$ cat config.mk
export PLATFORM = sky130hd
export DESIGN_NAME = ReturnPredictorTop
export DESIGN_NICKNAME = d
export VERILOG_FILES = /design/src/logic/RasPkg.sv /design/src/logic/RasLinkIf.sv /design/src/logic/FetchEventSource.sv /design/src/logic/PredictionSink.sv /design/src/logic/ReturnPredictorTop.sv /design/src/logic/ReturnStack.sv
export SDC_FILE = /design/constraint.sdc
export NUM_CORES = 1
export LEC_CHECK = 0
export ABC_AREA = 1
export BUFFER_PORTS_ARGS = -buffer_cell sky130_fd_sc_hd__buf_2
export CAP_MARGIN = 20
export CELL_PAD_IN_SITES_DETAIL_PLACEMENT = 1
export CELL_PAD_IN_SITES_GLOBAL_PLACEMENT = 1
export CORE_ASPECT_RATIO = 0.9
export CORE_MARGIN = 1
export CORE_UTILIZATION = 55
export CTS_BUF_LIST = sky130_fd_sc_hd__clkbuf_4 sky130_fd_sc_hd__clkbuf_8
export DETAILED_ROUTE_END_ITERATION = 10
export PLACE_DENSITY = 0.84
export SYNTH_ARGS = -nofsm -noshare
export SYNTH_HDL_FRONTEND = slang
export SYNTH_SLANG_ARGS = --single-unit
$ cat constraint.sdc
create_clock -name clk -period 18.1 [get_ports clk]
set_clock_uncertainty 0.15 [all_clocks]
set_input_delay 5.43 -clock clk [delete_from_list [all_inputs] [get_ports clk]]
set_output_delay 5.43 -clock clk [all_outputs]
set_load 0.05 [all_outputs]
$ cat src/logic/RasPkg.sv
`default_nettype none

package RasPkg;

    localparam int AddrWidth = 31;
    localparam int OffsWidth = 2;
    localparam int FetchIdWidth = 5;
    localparam int StackDepth = 8;
    localparam int StackIdxWidth = 3;
    localparam int QueueDepth = 4;
    localparam int QueueIdxWidth = 2;
    localparam int LinkCredits = 2;
    localparam int CreditWidth = 2;
    // Pointer width of a LinkCredits-deep receive buffer
    localparam int BufIdxWidth = 1;

    typedef enum logic [1:0] {
        BrNone,
        BrCall,
        BrReturn
    } BranchType;

    typedef struct packed {
        logic [FetchIdWidth-1:0] fetchId;
        logic [AddrWidth-1:0] pc;
        logic [OffsWidth-1:0] offs;
        BranchType btype;
    } FetchEvent;

    typedef struct packed {
        logic [FetchIdWidth-1:0] fetchId;
        logic [AddrWidth-1:0] target;
        logic [StackIdxWidth-1:0] stackIdx;
    } ReturnPrediction;

    // One send takes a credit and one returned credit gives it back
    function automatic logic [CreditWidth-1:0] nextCredit(
        input logic [CreditWidth-1:0] count,
        input logic take,
        input logic give
    );
        logic [CreditWidth-1:0] result;
        result = count;
        if (take && !give) begin
            result = count - 1'b1;
        end else if (give && !take) begin
            result = count + 1'b1;
        end
        return result;
    endfunction

endpackage

`default_nettype wire

$ cat src/logic/RasLinkIf.sv
`timescale 1ns/100ps
`default_nettype none

// The receiver of this credit-based link accepts every valid transfer
interface RasLinkIf #(
    parameter type PayloadT = logic
);

    logic valid;
    PayloadT payload;
    logic creditReturn;
    // The sender loads this receive buffer depth into its counter at reset
    logic [RasPkg::CreditWidth-1:0] creditInit;

    modport sender (
        output valid,
        output payload,
        input creditReturn,
        input creditInit
    );

    modport receiver (
        input valid,
        input payload,
        output creditReturn,
        output creditInit
    );

endinterface

`default_nettype wire

$ cat src/logic/FetchEventSource.sv
`timescale 1ns/100ps
`default_nettype none

module FetchEventSource (
    input logic clk,
    input logic rst,
    input logic inValid,
    output logic inReady,
    input logic [RasPkg::AddrWidth-1:0] inPc,
    input logic [RasPkg::OffsWidth-1:0] inOffs,
    input RasPkg::BranchType inType,
    input logic misprValid,
    input logic [RasPkg::FetchIdWidth-1:0] misprId,
    RasLinkIf.sender eventLink
);

    // Two-entry shift buffer whose head is slot 0
    RasPkg::FetchEvent slot [2];
    logic [1:0] count;
    logic [RasPkg::FetchIdWidth-1:0] nextId;
    logic [RasPkg::CreditWidth-1:0] credit;

    logic accept;
    logic sendNow;
    logic [RasPkg::FetchIdWidth-1:0] idForNew;
    logic wrSlot;
    RasPkg::FetchEvent newEvent;

    assign inReady = count != 2'd2;
    assign accept = inValid && inReady;
    assign sendNow = count != 2'd0 && credit != '0;

    // An event taken in the mispredict cycle already belongs to the new path
    assign idForNew = misprValid ? misprId + 1'b1 : nextId;
    assign wrSlot = (count == 2'd1) && !sendNow;

    always_comb begin
        newEvent.fetchId = idForNew;
        newEvent.pc = inPc;
        newEvent.offs = inOffs;
        newEvent.btype = inType;
    end

    assign eventLink.valid = sendNow;
    assign eventLink.payload = slot[0];

    always_ff @(posedge clk) begin
        if (rst) begin
            count <= 2'd0;
            nextId <= '0;
            credit <= eventLink.creditInit;
        end else begin
            credit <= RasPkg::nextCredit(credit, sendNow, eventLink.creditReturn);
            nextId <= idForNew + RasPkg::FetchIdWidth'(accept);
            if (misprValid) begin
                // Wrong-path events are dropped along with any head sent this cycle
                slot[0] <= newEvent;
                count <= {1'b0, accept};
            end else begin
                if (sendNow) begin
                    slot[0] <= slot[1];
                end
                if (accept) begin
                    slot[wrSlot] <= newEvent;
                end
                count <= count + 2'(accept) - 2'(sendNow);
            end
        end
    end

endmodule

`default_nettype wire

$ cat src/logic/PredictionSink.sv
`timescale 1ns/100ps
`default_nettype none

module PredictionSink (
    input logic clk,
    input logic rst,
    RasLinkIf.receiver predLink,
    output logic outValid,
    output logic [RasPkg::AddrWidth-1:0] outTarget,
    output logic [RasPkg::FetchIdWidth-1:0] outFetchId,
    input logic outReady
);

    RasPkg::ReturnPrediction fifo [RasPkg::LinkCredits];
    logic [RasPkg::BufIdxWidth-1:0] rdPtr;
    logic [RasPkg::BufIdxWidth-1:0] wrPtr;
    logic [RasPkg::CreditWidth-1:0] count;
    logic popNow;

    assign outValid = count != '0;
    assign outTarget = fifo[rdPtr].target;
    assign outFetchId = fifo[rdPtr].fetchId;
    assign popNow = outValid && outReady;

    // Each freed slot goes straight back to the sender as a credit
    assign predLink.creditReturn = popNow;
    assign predLink.creditInit = RasPkg::CreditWidth'(RasPkg::LinkCredits);

    always_ff @(posedge clk) begin
        if (rst) begin
            rdPtr <= '0;
            wrPtr <= '0;
            count <= '0;
        end else begin
            if (predLink.valid) begin
                fifo[wrPtr] <= predLink.payload;
                wrPtr <= wrPtr + 1'b1;
            end
            if (popNow) begin
                rdPtr <= rdPtr + 1'b1;
            end
            count <= count + RasPkg::CreditWidth'(predLink.valid) - RasPkg::CreditWidth'(popNow);
        end
    end

endmodule

`default_nettype wire

$ cat src/logic/ReturnPredictorTop.sv
`timescale 1ns/100ps
`default_nettype none

module ReturnPredictorTop (
    input logic clk,
    input logic rst,
    input logic inValid,
    output logic inReady,
    input logic [RasPkg::AddrWidth-1:0] inPc,
    input logic [RasPkg::OffsWidth-1:0] inOffs,
    input RasPkg::BranchType inType,
    input logic [RasPkg::FetchIdWidth-1:0] commitId,
    input logic misprValid,
    input logic [RasPkg::FetchIdWidth-1:0] misprId,
    input logic [RasPkg::OffsWidth-1:0] misprOffs,
    output logic outValid,
    output logic [RasPkg::AddrWidth-1:0] outTarget,
    output logic [RasPkg::FetchIdWidth-1:0] outFetchId,
    input logic outReady
);

    RasLinkIf #(.PayloadT(RasPkg::FetchEvent)) eventLink ();
    RasLinkIf #(.PayloadT(RasPkg::ReturnPrediction)) predLink ();

    FetchEventSource u_FetchEventSource (
        .clk(clk),
        .rst(rst),
        .inValid(inValid),
        .inReady(inReady),
        .inPc(inPc),
        .inOffs(inOffs),
        .inType(inType),
        .misprValid(misprValid),
        .misprId(misprId),
        .eventLink(eventLink.sender)
    );

    ReturnStack u_ReturnStack (
        .clk(clk),
        .rst(rst),
        .eventLink(eventLink.receiver),
        .predLink(predLink.sender),
        .commitId(commitId),
        .misprValid(misprValid),
        .misprId(misprId),
        .misprOffs(misprOffs)
    );

    PredictionSink u_PredictionSink (
        .clk(clk),
        .rst(rst),
        .predLink(predLink.receiver),
        .outValid(outValid),
        .outTarget(outTarget),
        .outFetchId(outFetchId),
        .outReady(outReady)
    );

endmodule

`default_nettype wire

$ cat src/logic/ReturnStack.sv
`timescale 1ns/100ps
`default_nettype none

module ReturnStack (
    input logic clk,
    input logic rst,
    RasLinkIf.receiver eventLink,
    RasLinkIf.sender predLink,
    input logic [RasPkg::FetchIdWidth-1:0] commitId,
    input logic misprValid,
    input logic [RasPkg::FetchIdWidth-1:0] misprId,
    input logic [RasPkg::OffsWidth-1:0] misprOffs
);

    typedef struct packed {
        logic [RasPkg::AddrWidth-1:0] addr;
        logic [RasPkg::StackIdxWidth-1:0] idx;
        logic [RasPkg::FetchIdWidth-1:0] fetchId;
        logic [RasPkg::OffsWidth-1:0] offs;
    } RecEntry;

    logic [RasPkg::AddrWidth-1:0] rstack [RasPkg::StackDepth];
    logic [RasPkg::StackIdxWidth-1:0] rIdx;
    // Stack index recorded as each fetch ID is applied and read back by a mispredict
    logic [RasPkg::StackIdxWidth-1:0] idxTable [2**RasPkg::FetchIdWidth];

    // The recovery queue is written at qHead and holds its oldest entry at qTail
    RecEntry rq [RasPkg::QueueDepth];
    logic [RasPkg::QueueIdxWidth:0] qHead;
    logic [RasPkg::QueueIdxWidth:0] qTail;
    logic queueEmpty;
    logic queueFull;
    RecEntry qTop;
    RecEntry qOld;

    // Killed entries of the event receive buffer are popped but not applied
    RasPkg::FetchEvent evBuf [RasPkg::LinkCredits];
    logic evKill [RasPkg::LinkCredits];
    logic [RasPkg::BufIdxWidth-1:0] evRd;
    logic [RasPkg::BufIdxWidth-1:0] evWr;
    logic [RasPkg::CreditWidth-1:0] evCount;
    logic [RasPkg::CreditWidth-1:0] predCredit;

    logic recovering;
    logic [RasPkg::FetchIdWidth-1:0] recoveryId;
    logic [RasPkg::FetchIdWidth-1:0] recoveryBase;
    logic [RasPkg::OffsWidth-1:0] recoveryOffs;
    logic [RasPkg::FetchIdWidth-1:0] lastComId;

    RasPkg::FetchEvent head;
    logic arrive;
    logic pop;
    logic apply;
    logic isCall;
    logic isRet;
    logic restoreNow;
    logic [RasPkg::StackIdxWidth-1:0] pushIdx;
    logic [RasPkg::StackIdxWidth-1:0] nextIdx;
    logic [RasPkg::AddrWidth-1:0] pushAddr;
    logic [RasPkg::FetchIdWidth-1:0] queueRel;
    logic [RasPkg::FetchIdWidth-1:0] recRel;

    assign queueEmpty = qHead == qTail;
    assign queueFull = qHead == qTail + (RasPkg::QueueIdxWidth + 1)'(RasPkg::QueueDepth);
    assign qTop = rq[qHead[RasPkg::QueueIdxWidth-1:0] - 1'b1];
    assign qOld = rq[qTail[RasPkg::QueueIdxWidth-1:0]];

    assign head = evBuf[evRd];
    assign arrive = eventLink.valid && !misprValid;
    // Popping waits for a prediction credit so that output back-pressure reaches the input
    assign pop = evCount != '0 && !recovering && !misprValid && predCredit != '0;
    assign apply = pop && !evKill[evRd];
    assign isCall = head.btype == RasPkg::BrCall;
    assign isRet = head.btype == RasPkg::BrReturn;

    assign pushIdx = rIdx + 1'b1;
    assign pushAddr = {head.pc[RasPkg::AddrWidth-1:RasPkg::OffsWidth], head.offs} + 1'b1;

    always_comb begin
        nextIdx = rIdx;
        if (isCall) begin
            nextIdx = pushIdx;
        end else if (isRet) begin
            nextIdx = rIdx - 1'b1;
        end
    end

    // Fetch IDs wrap, so order is judged relative to the commit base
    assign queueRel = qTop.fetchId - recoveryBase;
    assign recRel = recoveryId - recoveryBase;
    assign restoreNow = !queueEmpty &&
        (queueRel > recRel || (queueRel == recRel && qTop.offs > recoveryOffs));

    assign predLink.valid = apply && isRet;
    assign predLink.payload = '{fetchId: head.fetchId, target: rstack[rIdx], stackIdx: rIdx};

    // An event discarded by a mispredict still hands its credit back
    assign eventLink.creditReturn = misprValid ? eventLink.valid : pop;
    assign eventLink.creditInit = RasPkg::CreditWidth'(RasPkg::LinkCredits);

    always_ff @(posedge clk) begin
        if (rst) begin
            rIdx <= '0;
            qHead <= '0;
            qTail <= '0;
            recovering <= 1'b0;
            lastComId <= '0;
            evRd <= '0;
            evWr <= '0;
            evCount <= '0;
            predCredit <= predLink.creditInit;
            for (int i = 0; i < RasPkg::StackDepth; i++) begin
                rstack[i] <= '0;
            end
        end else begin
            predCredit <= RasPkg::nextCredit(predCredit, predLink.valid, predLink.creditReturn);

            if (arrive) begin
                evBuf[evWr] <= eventLink.payload;
                evKill[evWr] <= 1'b0;
                evWr <= evWr + 1'b1;
            end
            if (pop) begin
                evRd <= evRd + 1'b1;
            end
            evCount <= evCount + RasPkg::CreditWidth'(arrive) - RasPkg::CreditWidth'(pop);

            if (misprValid) begin
                for (int i = 0; i < RasPkg::LinkCredits; i++) begin
                    evKill[i] <= 1'b1;
                end
                rIdx <= idxTable[misprId];
                recovering <= !queueEmpty;
                recoveryId <= misprId;
                recoveryBase <= lastComId;
                recoveryOffs <= misprOffs;
            end else if (recovering) begin
                // Copy back one overwritten entry per cycle starting with the newest
                if (restoreNow) begin
                    rstack[qTop.idx] <= qTop.addr;
                    qHead <= qHead - 1'b1;
                end else begin
                    recovering <= 1'b0;
                end
            end else if (apply) begin
                idxTable[head.fetchId] <= nextIdx;
                rIdx <= nextIdx;
                if (isCall) begin
                    rstack[pushIdx] <= pushAddr;
                    // With a full queue the overwritten address cannot be saved
                    if (!queueFull) begin
                        rq[qHead[RasPkg::QueueIdxWidth-1:0]] <= '{
                            addr: rstack[pushIdx],
                            idx: pushIdx,
                            fetchId: head.fetchId,
                            offs: head.offs
                        };
                        qHead <= qHead + 1'b1;
                    end
                end
            end

            // Retire the oldest entry once commit has moved past it
            if (!recovering && lastComId != commitId) begin
                if (!queueEmpty && (qOld.fetchId - lastComId) < (commitId - lastComId)) begin
                    lastComId <= qOld.fetchId;
                    qTail <= qTail + 1'b1;
                end else begin
                    lastComId <= commitId;
                end
            end
        end
    end

endmodule

`default_nettype wire

==> results.sh, run 1 <==
export IMPL_yosys_cell_types_count=51
export IMPL_clock_path_buffers=3
export IMPL_ys_warn_count=0
export IMPL_critPathLaunchType="primary input"
export IMPL_synth_most_common_cell="edfxtp_1"
export IMPL_postCtsSetupRepairBufs=0
export IMPL_async_flop_share=0
export IMPL_die_w_um=273
export IMPL_rsz0062_at_grt="no"
export IMPL_fin_nets=3580
export IMPL_grt_overflow_total=0
export IMPL_grt_max_degree=106
export IMPL_synth_area_top_cells="edfxtp_1, nor2_1, o21ai_0, nand2_1, a21oi_1"
export IMPL_worst_pin_slew_ns=1.06
export IMPL_synthCells=3400
export IMPL_utilization=0.619
export IMPL_clk_pin_slew_ns=0.06
export IMPL_fin_crit_sh=0.526
export IMPL_syn_area_per_cell_um2=10.7
export IMPL_drcViolationCount=0
export IMPL_ctsResizeCount=0
export IMPL_pwr_density_cell_mw_per_mm2=123
export IMPL_num_rows=88
export IMPL_initial_core_util=0.561
export IMPL_slew_headroom=0.290
export IMPL_grt_pass1_vias=28800
export IMPL_hold_path_class="flop to flop"
export IMPL_crit_buf_inv=3
export IMPL_fp_dieArea_mm2=0.0670
export IMPL_p_leak_nw=14.7
export IMPL_cap_viol_max_count=0
export IMPL_crit_path_max_fanout=42
export IMPL_stdcell_count=4422
export IMPL_crit_family="simple AND/OR/NAND/NOR gates"
export IMPL_wire_per_inst_um=24.6
export IMPL_core_area_mm2=0.0646
export IMPL_dp_cells=4194
export IMPL_syn_to_final_growth_pct=10.4
export IMPL_hold_viol=0
export IMPL_slowest_stage="nand3_2"
export IMPL_dp_hpwl_mm=65.8
export IMPL_clock_latency_ns=0.79
export IMPL_cp_cell_sequence="buf_2, nor2_1, nand3_1, nor2_8, nand3_4, nand2_1, inv_2, nor2_4, nand3_2, nand2_1, buf_4"
export IMPL_ys_ff_latch=787
export IMPL_fmax_mhz=105
export IMPL_ys_seq_area_frac=0.640
export IMPL_dr_total_vias=27400
export IMPL_via_per_inst=6.19
export IMPL_status="completed"
export IMPL_setup_tns_ns=0
export IMPL_grt_util_all_layers=0.327
export IMPL_synth_area_mm2=0.0363
export IMPL_root_buffer="clkbuf_8"
export IMPL_drv_slew=0
export IMPL_cts_buffers=130
export IMPL_worstPathRequired_ns=18.36
export IMPL_worstSetupPathType="primary input to flop"
export IMPL_synth_edff_count=744
export IMPL_die_h_um=246
export IMPL_ir_worst_vdd_uv=96.9
export IMPL_ys_top_cells_by_count="edfxtp_1, nor2_1, nand2_1, o21ai_0, a21oi_1"
export IMPL_worst_path_largest_cell_delay_ns=0.84
export IMPL_dr_first_iter_drc_count=2507
export IMPL_critical_path_arrival_ns=9.78
export IMPL_setup_viol=0
export IMPL_wirelength_mm=109
export IMPL_grt_first_pass_wirelength_mm=166
export IMPL_antenna_found_initial=2
export IMPL_cts_max_level=4
export IMPL_gp_congestion=0.848
export IMPL_hold_buffers=0
export IMPL_endpoint_kind="flop"
export IMPL_synth_top_area_share=0.616
export IMPL_cts_tree="done"
export IMPL_min_period_ns=9.52
export IMPL_path_common_cell="nand2_1"
export IMPL_dr_pass1_iters=6
export IMPL_io_buffers=87
export IMPL_antenna_left=0
export IMPL_synth_fp_nets=3503
export IMPL_layout_drive_gt1_share=0.145
export IMPL_ys_flop_type="edfxtp_1"
export IMPL_pin_count=90
export IMPL_clock_sinks=787
export IMPL_yosys_area_top_type="edfxtp_1"
[registers in the layout, summed over array words and instances, names as in the netlist, 72 cells and up, named ones only]
signal,count
u_ReturnStack.evBuf,76
u_ReturnStack.idxTable,96
u_ReturnStack.rq,164
u_ReturnStack.rstack,248
u_FetchEventSource.slot,76
u_PredictionSink.fifo,72
[cell type report]
class | instances | area (um2)
timing repair buffer | 138 | 916
fill | 6865 | 24600
antenna | 1 | 2.50
multi-input combinational | 2192 | 11500
sequential | 787 | 23200
tap | 855 | 1070
clock inverter | 34 | 178
inverter | 228 | 862
clock buffer | 187 | 2300
[worst register-to-register path, cell delays in order, from the launching register on]
cell,delay [ns]
dfxtp_1,0.44
inv_1,0.14
ha_1,0.29
buf_4,0.45
inv_1,0.39
a21oi_1,0.24
a32o_1,0.20
ha_1,0.16
inv_1,0.07
fa_1,0.41
nand3_1,0.09
nand2_1,0.08
xnor2_1,0.14
xor2_1,0.15
ha_1,0.32
nand2_1,0.07
inv_1,0.08
nand3_1,0.16
nor2_1,0.14
nor2_1,0.07
nor2_1,0.15
nand3_1,0.28
nand2_8,0.22
nand3_2,0.86
nand2_1,0.73
buf_4,0.52
[logic make-up (layout without fill, tap and decap cells)]
| group | count (synthesis) | after routing | share of synthesized area |
|---|---|---|---|
| AO/OA/AOI/OAI | 839 | 839 | 0.126 |
| XOR/XNOR | 39 | 39 | 0.00942 |
| adder cells (fa/ha/maj) | 51 | 51 | 0.0186 |
| buffers and inverters | 421 | 587 | 0.0463 |
| flip-flops | 787 | 787 | 0.640 |
| multiplexers | 73 | 73 | 0.0227 |
| other | 0 | 1 | 0 |
| AND/OR/NAND/NOR | 1190 | 1190 | 0.138 |
[cells in the final DEF, fill, tap and decap left out, types with 17 or more instances in the layout]
| master | netlist | layout |
|---|---|---|
| xnor2_1 | 20 | 20 |
| xor2_1 | 19 | 17 |
| o22ai_1 | 28 | 28 |
| clkbuf_8 | 0 | 143 |
| clkinv_1 | 3 | 28 |
| a31oi_1 | 61 | 61 |
| buf_2 | 35 | 87 |
| clkbuf_4 | 0 | 44 |
| edfxtp_1 | 744 | 744 |
| nand3_1 | 130 | 129 |
| inv_1 | 217 | 215 |
| a21oi_1 | 291 | 291 |
| ha_1 | 46 | 45 |
| o211ai_1 | 37 | 37 |
| nand2_1 | 451 | 451 |
| dfxtp_1 | 43 | 37 |
| o21ai_0 | 382 | 381 |
| nand2_2 | 24 | 24 |
| mux2_2 | 72 | 72 |
| nor2_1 | 526 | 519 |
| buf_4 | 1 | 45 |
[layer usage]
metal | global-route usage | up-vias | part of all wire
met4 | 0.163 | 0 | 0.044
li1 | - | 12100 | -
met1 | 0.413 | 13700 | 0.39
met5 | 0 | - | 0
met3 | 0.0626 | 297 | 0.085
met2 | 0.541 | 1293 | 0.48
[per-stage QoR]
stage | hold WS [ns] | area, um2 | setup WS (ns) | power [W]
after CTS | 0.301 | 39900 | 8.72 | 0.00494
after global placement | 0.277 | 37400 | 8.10 | 0.00333
after detailed placement | 0.286 | 37400 | 7.92 | 0.00342
after floorplan | 0.265 | 36300 | 8.77 | 0.00303
final | 0.299 | 40000 | 8.58 | 0.00494
after global routing | 0.307 | 40000 | 8.49 | 0.00513
[power breakdown]
| part | switching (W) | internal (W) |
|---|---|---|
| Sequential | 0.0000687 | 0.00217 |
| Combinational | 0.000857 | 0.000322 |
| Clock | 0.000701 | 0.000823 |
[worst paths after layout]
check | startpoint | endpoint | slack [ns] | cells after the start
setup / recovery | misprValid | u_ReturnStack.rstack[6][14] | 8.58 | 11
hold / removal | u_FetchEventSource.slot[0][38] | u_ReturnStack.evBuf[0][38] | 0.30 | 0
setup reg to reg | u_ReturnStack.qHead[1] | u_ReturnStack.rstack[6][14] | 10.71 | 25
hold reg to reg | u_FetchEventSource.slot[0][38] | u_ReturnStack.evBuf[0][38] | 0.30 | 0
Power figures use the tool's default switching activity.
==> run 2, diff against run 1 <==
CORE_UTILIZATION = 52   (was 55)
PLACE_DENSITY = 0.8   (was 0.84)
clock period = 9.3 ns   (was 18.1 ns; I/O delays follow)
==> run 2 against run 1 <==
  * Via count down 2.0%
  * Utilization down 3.7 points
  * Sequential share of layout area about the same
  * Count of clock-buffer cells in the layout down 18
  * Clock power up 91%
  * Sequential power up 96%
  * Non-clock buffer count up 6
  * Cell area about the same
  * Routed wire length down 2.2%
  * Final cell count up 1.8%
  * Largest power group unchanged
==> results.sh, run 2 (synthesized netlist as in run 1, its figures left out) <==
export IMPL_root_buffer="clkbuf_8"
export IMPL_cts_tree="done"
export IMPL_syn_to_final_growth_pct=10.4
export IMPL_antenna_found_initial=0
export IMPL_p_leak_nw=14.7
export IMPL_grt_first_pass_wirelength_mm=162
export IMPL_slowest_stage="buf_4"
export IMPL_via_per_inst=5.96
export IMPL_cap_viol_max_count=0
export IMPL_largest_register_ff_count=248
export IMPL_fmax_mhz=155
export IMPL_io_buffers=87
export IMPL_largest_register="u_ReturnStack.rstack"
export IMPL_wirelength_mm=106
export IMPL_utilization=0.582
export IMPL_ctsResizeCount=0
export IMPL_pwr_density_cell_mw_per_mm2=238
export IMPL_layout_drive_gt1_share=0.145
export IMPL_drv_slew=0
export IMPL_status="completed"
export IMPL_min_period_ns=6.45
export IMPL_power_w=0.00953
export IMPL_setup_viol=0
export IMPL_dr_first_iter_drc_count=2336
export IMPL_clock_path_buffers=3
export IMPL_cts_max_level=4
export IMPL_slew_headroom=0.277
export IMPL_rsz0062_at_grt="no"
export IMPL_hold_path_class="flop to flop"
export IMPL_grt_pass1_vias=28200
export IMPL_regToRegSetupSlack_ns=2.85
export IMPL_endpoint_kind="flop"
export IMPL_gp_congestion=0.884
export IMPL_grt_util_all_layers=0.302
export IMPL_wire_per_inst_um=23.6
export IMPL_grt_overflow_total=0
export IMPL_fill_cells=7393
export IMPL_dr_total_vias=26800
export IMPL_drcViolationCount=0
export IMPL_pin_count=90
export IMPL_setup_tns_ns=0
export IMPL_top_layer="met4"
export IMPL_clock_latency_ns=0.79
export IMPL_die_h_um=253
export IMPL_critical_path_arrival_ns=6.71
export IMPL_core_area_mm2=0.0688
export IMPL_dp_hpwl_mm=66.4
export IMPL_worstPathRequired_ns=9.56
export IMPL_clock_sinks=787
export IMPL_multi_input_area_mm2=0.0115
export IMPL_final_common_cell="edfxtp_1"
export IMPL_path_common_cell="buf_4"
export IMPL_initial_core_util=0.527
export IMPL_cts_buffers=130
export IMPL_antenna_left=0
export IMPL_worstSetupPathType="flop to flop"
export IMPL_critPathLaunchType="flop"
export IMPL_wl_met1_mm=43.4
export IMPL_setup_slack_ns=2.85
export IMPL_final_cell_mix="edfxtp_1, nor2_1, nand2_1, o21ai_0, a21oi_1"
export IMPL_worst_path_largest_cell_delay_ns=0.50
export IMPL_worst_pin_slew_ns=1.08
export IMPL_hold_buffers=0
export IMPL_dr_pass1_iters=5
export IMPL_ir_worst_vdd_uv=131
export IMPL_hold_viol=0
export IMPL_die_w_um=280
export IMPL_num_rows=91
export IMPL_regArea_mm2=0.0232
export IMPL_grt_max_degree=99
export IMPL_postCtsSetupRepairBufs=0
export IMPL_fin_crit_sh=0.694
export IMPL_met3_length_mm=6.33
export IMPL_wl_met2_mm=53.1
export IMPL_pre_cts_ws_ns=2.93
export IMPL_clk_pin_slew_ns=0.06
export IMPL_crit_path_max_fanout=49
export IMPL_fp_dieArea_mm2=0.0708
export IMPL_fin_nets=3586
==> run 2: per-layer routing <==
layer / GRT usage / vias up
li1: - / 12100
met1: 0.385 / 13600
met2: 0.519 / 940
met3: 0.0462 / 211
met4: 0.116 / 0
met5: 0 / -
==> run 2: final timing paths <==
path,end,cells past startpoint,start
setup / recovery,u_ReturnStack.rstack[5][25],25,u_ReturnStack.qHead[0]
setup reg to reg,u_ReturnStack.rstack[5][25],25,u_ReturnStack.qHead[0]
hold reg to reg,u_ReturnStack.evBuf[0][18],0,u_FetchEventSource.slot[0][18]
hold / removal,u_ReturnStack.evBuf[0][18],0,u_FetchEventSource.slot[0][18]
==> run 2: per-stage QoR <==
| step | instance area [um2] | hold WS [ns] | cells |
|---|---|---|---|
| 2_1_floorplan | 36300 | 0.265 | 3400 |
| 3_3_place_gp | 37600 | 0.277 | 4278 |
| 3_5_place_dp | 37600 | 0.284 | 4278 |
| 4_1_cts | 40000 | 0.300 | 4498 |
| 5_1_grt | 40000 | 0.306 | 4501 |
| 6_report | 40000 | 0.298 | 4502 |
==> run 2: critical path: cells and delay by family, from the launching register on <==
family                   cells  cell delay (ns)
flip-flops                   1             0.32
buffers and inverters        7             2.02
adder cells (fa/ha/maj)      3             0.93
AND/OR/NAND/NOR             10             1.59
AO/OA/AOI/OAI                3             0.71
XOR/XNOR                     2             0.30
==> run 2: power breakdown <==
| group | switching (W) | internal, W |
|---|---|---|
| clock | 0.00137 | 0.00153 |
| sequential | 0.000151 | 0.00422 |
| combinational | 0.00164 | 0.000622 |
==> run 2: cell type report <==
class                           instances  area share
Clock buffer                          169      0.0528
Inverter                              228      0.0215
Antenna cell                            1   0.0000625
Sequential cell                       787       0.580
Timing Repair Buffer                  144      0.0228
Multi-Input combinational cell       2192       0.287
Clock inverter                         51     0.00715
Tap cell                              930      0.0291
